--- src/verilog/tcdm_group_consts.svh ---
// ------------------------------
// TCDM group geometry
// Sizes and widths of the shared scratchpad
// ------------------------------

`ifndef TCDM_GROUP_CONSTS_SVH
`define TCDM_GROUP_CONSTS_SVH

// One initiator port per tile
`define TCDM_NUM_TILES 4
`define TCDM_BANKS_PER_TILE 2

// Words per bank
`define TCDM_BANK_DEPTH 64

`define TCDM_DATA_WIDTH 32
`define TCDM_BE_WIDTH 4

// Word address, bank bits lowest, then tile bits, then row bits
`define TCDM_ADDR_WIDTH 9

`define TCDM_BANK_BITS $clog2(`TCDM_BANKS_PER_TILE)
`define TCDM_TILE_BITS $clog2(`TCDM_NUM_TILES)
`define TCDM_ROW_BITS $clog2(`TCDM_BANK_DEPTH)

`endif

--- src/verilog/tcdm_pkg.sv ---
// ------------------------------
// TCDM package
// Index, request and response types
// ------------------------------

`include "tcdm_group_consts.svh"

package tcdm_pkg;

  // Tile or initiator index
  typedef logic [`TCDM_TILE_BITS-1:0] tile_idx_t;

  // Bank within a tile
  typedef logic [`TCDM_BANK_BITS-1:0] bank_idx_t;

  // Word row within a bank
  typedef logic [`TCDM_ROW_BITS-1:0] row_t;

  // ------------------------------
  // Payloads
  // ------------------------------

  // Request after the tile bits are stripped off
  typedef struct packed {
    row_t                        row;
    bank_idx_t                   bank;
    tile_idx_t                   ini;
    logic                        wen;
    logic [`TCDM_DATA_WIDTH-1:0] wdata;
    logic [`TCDM_BE_WIDTH-1:0]   be;
  } tcdm_req_t;

  // Read response, routed back on ini
  typedef struct packed {
    tile_idx_t                   ini;
    logic [`TCDM_DATA_WIDTH-1:0] rdata;
  } tcdm_resp_t;

endpackage

--- src/verilog/tcdm_switch.sv ---
// ------------------------------
// TCDM switch
// N-to-N valid/ready switch, round-robin per output, registered outputs
// ------------------------------

`timescale 1ns/100ps

module tcdm_switch #(
  parameter type         payload_t = logic,
  parameter int unsigned NumIn     = 4,
  parameter int unsigned NumOut    = 4
) (
  input  logic                                clk_i,
  input  logic                                rst_n_i,
  input  logic                   [NumIn-1:0]  valid_i,
  output logic                   [NumIn-1:0]  ready_o,
  input  tcdm_pkg::tile_idx_t    [NumIn-1:0]  dst_i,
  input  payload_t               [NumIn-1:0]  data_i,
  output logic                   [NumOut-1:0] valid_o,
  input  logic                   [NumOut-1:0] ready_i,
  output payload_t               [NumOut-1:0] data_o
);

  localparam int unsigned IdxWidth = (NumIn > 1) ? $clog2(NumIn) : 1;

  typedef logic [IdxWidth-1:0] in_idx_t;

  in_idx_t  [NumOut-1:0]            rr_q;
  in_idx_t  [NumOut-1:0]            win_idx;
  logic     [NumOut-1:0]            win_found;
  logic     [NumOut-1:0]            out_free;
  logic     [NumOut-1:0][NumIn-1:0] grant;
  logic     [NumOut-1:0]            valid_q;
  payload_t [NumOut-1:0]            data_q;

  // Register empty or draining this cycle
  assign out_free = ~valid_q | ready_i;

  // ------------------------------
  // Arbitration
  // ------------------------------

  // Search starts one past the last winner
  always_comb begin
    int unsigned cand;
    cand      = 0;
    win_idx   = '0;
    win_found = '0;
    grant     = '0;
    for (int unsigned o = 0; o < NumOut; o++) begin
      for (int unsigned k = 1; k <= NumIn; k++) begin
        cand = (rr_q[o] + k) % NumIn;
        if (!win_found[o] && valid_i[cand] && (dst_i[cand] == o)) begin
          win_found[o] = 1'b1;
          win_idx[o]   = in_idx_t'(cand);
        end
      end
      if (win_found[o] && out_free[o]) begin
        grant[o][win_idx[o]] = 1'b1;
      end
    end
  end

  // Each input targets one output, so at most one grant per input
  always_comb begin
    ready_o = '0;
    for (int unsigned o = 0; o < NumOut; o++) begin
      ready_o = ready_o | grant[o];
    end
  end

  // ------------------------------
  // Output registers
  // ------------------------------

  always_ff @(posedge clk_i or negedge rst_n_i) begin
    if (!rst_n_i) begin
      valid_q <= '0;
      for (int unsigned o = 0; o < NumOut; o++) begin
        rr_q[o] <= in_idx_t'(NumIn - 1);
      end
    end else begin
      for (int unsigned o = 0; o < NumOut; o++) begin
        if (out_free[o]) begin
          valid_q[o] <= win_found[o];
        end
        if (win_found[o] && out_free[o]) begin
          rr_q[o] <= win_idx[o];
        end
      end
    end
  end

  always_ff @(posedge clk_i) begin
    for (int unsigned o = 0; o < NumOut; o++) begin
      if (win_found[o] && out_free[o]) begin
        data_q[o] <= data_i[win_idx[o]];
      end
    end
  end

  assign valid_o = valid_q;
  assign data_o  = data_q;

  // Destinations come from address bits or ini of the other side
  for (genvar i = 0; i < NumIn; i++) begin : gen_dst_check
    assert property (@(posedge clk_i) disable iff (!rst_n_i)
      valid_i[i] |-> (dst_i[i] < NumOut))
      else $error("switch input %0d: destination out of range", i);
  end

  for (genvar o = 0; o < NumOut; o++) begin : gen_out_check
    assert property (@(posedge clk_i) disable iff (!rst_n_i)
      (valid_o[o] && !ready_i[o]) |=> (valid_o[o] && $stable(data_o[o])))
      else $error("switch output %0d: dropped or changed while stalled", o);
  end

endmodule

--- config.mk ---
export PLATFORM = sky130hd
export DESIGN_NAME = tcdm_switch
export DESIGN_NICKNAME = d
export VERILOG_FILES = /design/src/verilog/tcdm_pkg.sv /design/src/verilog/tcdm_switch.sv
export VERILOG_INCLUDE_DIRS = /design/src /design/src/verilog
export SDC_FILE = /design/constraint.sdc
export NUM_CORES = 1
export LEC_CHECK = 0
export BUFFER_PORTS_ARGS = -buffer_cell sky130_fd_sc_hd__buf_2
export CORE_MARGIN = 1
export CORE_UTILIZATION = 50
export CTS_BUF_LIST = sky130_fd_sc_hd__clkbuf_4 sky130_fd_sc_hd__clkbuf_8 sky130_fd_sc_hd__clkbuf_16
export CTS_CLUSTER_DIAMETER = 100
export DETAILED_ROUTE_END_ITERATION = 7
export PLACE_DENSITY = 0.73
export SYNTH_ARGS = -nofsm -noshare
export SYNTH_HDL_FRONTEND = slang
export SYNTH_SLANG_ARGS = --single-unit
--- constraint.sdc ---
create_clock -name clk_i -period 5.3 [get_ports clk_i]
set_input_delay 1.06 -clock clk_i [delete_from_list [all_inputs] [get_ports clk_i]]
set_output_delay 1.06 -clock clk_i [all_outputs]
set_load 0.1 [all_outputs]
==> metrics <==
routed vias/inst=6.464; antenna cells=0; final worst path period need=4167 ps; WL final=4328 um; Max Fclk=240.0 MHz; CP Capture Type=output port; Post-Synth Adder-Cell Area=0%; Final Cycle Share=78.61%; Post-Syn Instances=193; post-synth cell types=68; pre-CTS WS=1134 ps; area delta synth->final=10.81%; Final Non-Filler Cells=263; CP Launch Type=primary input; asr flop ratio synth=75.00%; setup bufs post-CTS=0; Slew Viols, Final=0; Mapped Nets=215; post-route setup slack=1133 ps; area occupied by multi-input gates=1149 um^2; WL per Instance=16.46 um; Crit path largest cell delay=610 ps; Max IR drop VDD=0.0001953 V; Iter 0 DRT Violations=148; antenna violations before repair=0; Post-CTS Resized=0; RSZ-0062 raised after global routing=no; clock share of power=9.7%; critical path's slowest cell=a222oi_1; number of global-route vias before repair=1,554; Starting Density=53.64%; Power Density=361.0 nW/um^2; Clock Latency Late Sink=290 ps; Synth Area in Compound Gates=27.96%; leading area contributor after synthesis=dfstp_2; ys flop type=dfstp_2; Clk pin slew, worst setup/hold paths=90 ps; WS Path Type=in -> out; Reg power frac=33.2%; Synth top area share=12.53%; Synth Area in Simple Gates=31.84%; status=completed; pin count of the biggest net entering global routing=15; Worst slew margin=53.29%; Chip Width=59.93 um; EDFF count, synth=4; via count=1,700; Pint=322.7 uW; Avg Cell Area, Syn=8.694 um^2; Setup Viol. Count Final=0; largest family of logic cells by synthesized area=simple AND/OR/NAND/NOR gates; number of I/O pins=34; clock net sink count=16; WP data arrival=3110 ps; Final #Nets=243; area of the mapped netlist=1678 um^2; Fin. Hold Viols=0; final hold slack=513.7 ps; Leak=0.0008141 uW; Ys Warns=0; Root Buffer=clkbuf_4; Worst Clk Skew=0.4063 ps; mux contribution to synthesized area=8.650%; HPWL after DPL=3392 um; register bit total from synthesis=16; number of remaining DRC errors=0; Least-Margin Pin Slew=689.7 ps; GRT overflow=0; TritonCTS clock tree=yes; FP Rows=20; CP required=4240 ps; number of fill cells=286; placer congestion estimate=0.9054; core area=3128 um^2; Die Y=59.93 um; layout cell share with drive strength beyond 1=28.31%; sw power=348.5 uW; I/O Buffers=33; FF+latch area=430.4 um^2; CTS Hold Bufs=0; placed cell count=260; 1st-pass router iterations=4; CP most frequent cell=buf_2; Hold/Removal Path Class=reg -> reg; Sw Share=51.93%; critical-path cell list=buf_2 > and3_4 > o22ai_1 > a222oi_1 > and2b_1 > a22oi_1 > o221ai_1 > buf_2; post-route ant nets=0; Tot GR Track Use=26.01%; Max Cap Viol=0; first-pass GRT wire length=7072 um; Inserted Clock Buffers=3; Seq/Total Area, Yosys=25.65%; post-synthesis xor/xnor area fraction=0%; Synth area leaders=dfstp_2 13%, edfxtp_1 7.2%, dfrtp_1 6.0%; Clock H-tree levels=1; Gate power share=57.1%; Worst Path Max Fanout=10; final setup TNS=0 ps; die area=3592 um^2; CTS Buffer Depth=2
## kinds of logic after synthesis
group                  Yosys count
AOI/OAI and AO/OA               63
and+or+nand+nor                 81
DFF                             16
muxes                           13
buffers and inverters           20
## final timing paths
kind                             from    endpoint  slack, ps  depth (start not counted)
setup / recovery             dst_i[1]  ready_o[0]       1130                          8
hold / removal             valid_o[0]  valid_o[0]        510                          2
setup reg to reg              rr_q[3]   data_o[1]       3020                          5
hold reg to reg            valid_o[0]  valid_o[0]        510                          2
max in group asynchronous     rst_n_i     rr_q[0]       4380                          1
min in group asynchronous     rst_n_i  valid_o[1]        630                          1
## worst max-delay path: cells and delay by family
kind | cells | cell delay (ps)
AOI/OAI and AO/OA | 4 | 890
buffers and inverters | 2 | 660
and+or+nand+nor | 2 | 500
## metal layers
metal | wire, um | global-route usage, %
met4 | 83 | 8.970
met5 | 0 | 0
met3 | 210 | 4.762
met2 | 2236 | 46.83
met1 | 1797 | 30.66
## power groups by stage
stage | Sequential [uW] | Combinational, uW | Clock [uW]
after floorplan | 250 | 281 | 0
after global placement | 220 | 372 | 0
after detailed placement | 223 | 381 | 0
after CTS | 221 | 382 | 68.7
after global routing | 229 | 404 | 72.7
final | 223 | 384 | 65.0
## cell usage in the layout, fill, tap and decap left out, types with 3 or more instances in the layout
| cell type | count |
|---|---|
| a21oi_1 | 9 |
| a22oi_1 | 4 |
| and3b_1 | 5 |
| buf_2 | 33 |
| clkbuf_4 | 3 |
| dfrtp_1 | 4 |
| dfstp_2 | 8 |
| edfxtp_1 | 4 |
| inv_1 | 10 |
| mux2i_1 | 10 |
| nand2_1 | 17 |
| nand2b_1 | 5 |
| nand3_1 | 6 |
| nand3b_1 | 7 |
| nor2_1 | 9 |
| nor2b_1 | 3 |
| o21a_1 | 3 |
| o21ai_0 | 11 |
| o221ai_1 | 5 |
| o22ai_1 | 3 |
| o311ai_1 | 3 |
| or3b_1 | 3 |
## final cells by class
type	count	share of cell area (%)
Multi-Input combinational cell	157	61.78
Sequential cell	16	23.15
Timing Repair Buffer	33	8.883
Tap cell	44	2.961
Inverter	10	2.019
Clock buffer	3	1.211
## through the flow
stage                     instance area [um^2]  utilization (%)  power, uW
final                                     1859            59.44      671.2
after detailed placement                  1837            58.72      604.8
after CTS                                 1859            59.44      672.3
after global routing                      1859            59.44      706.1
after floorplan                           1678                -      531.1
after global placement                    1837            58.72      591.6
## synthesized netlist by cell type (4+ instances only)
| library cell | number |
|---|---|
| a21oi_1 | 9 |
| o221ai_1 | 5 |
| nand2_1 | 17 |
| nand3_1 | 6 |
| and3b_1 | 5 |
| a22oi_1 | 4 |
| edfxtp_1 | 4 |
| mux2i_1 | 10 |
| dfstp_2 | 8 |
| nor2_1 | 9 |
| dfrtp_1 | 4 |
| nand2b_1 | 5 |
| o21ai_0 | 11 |
| nand3b_1 | 7 |
| inv_1 | 10 |
## flip-flops by register name (all words and copies together), names as in the netlist
signal,count
data_o,4
rr_q,8
valid_o,4
No activity file was read; power rests on OpenSTA's default activity.
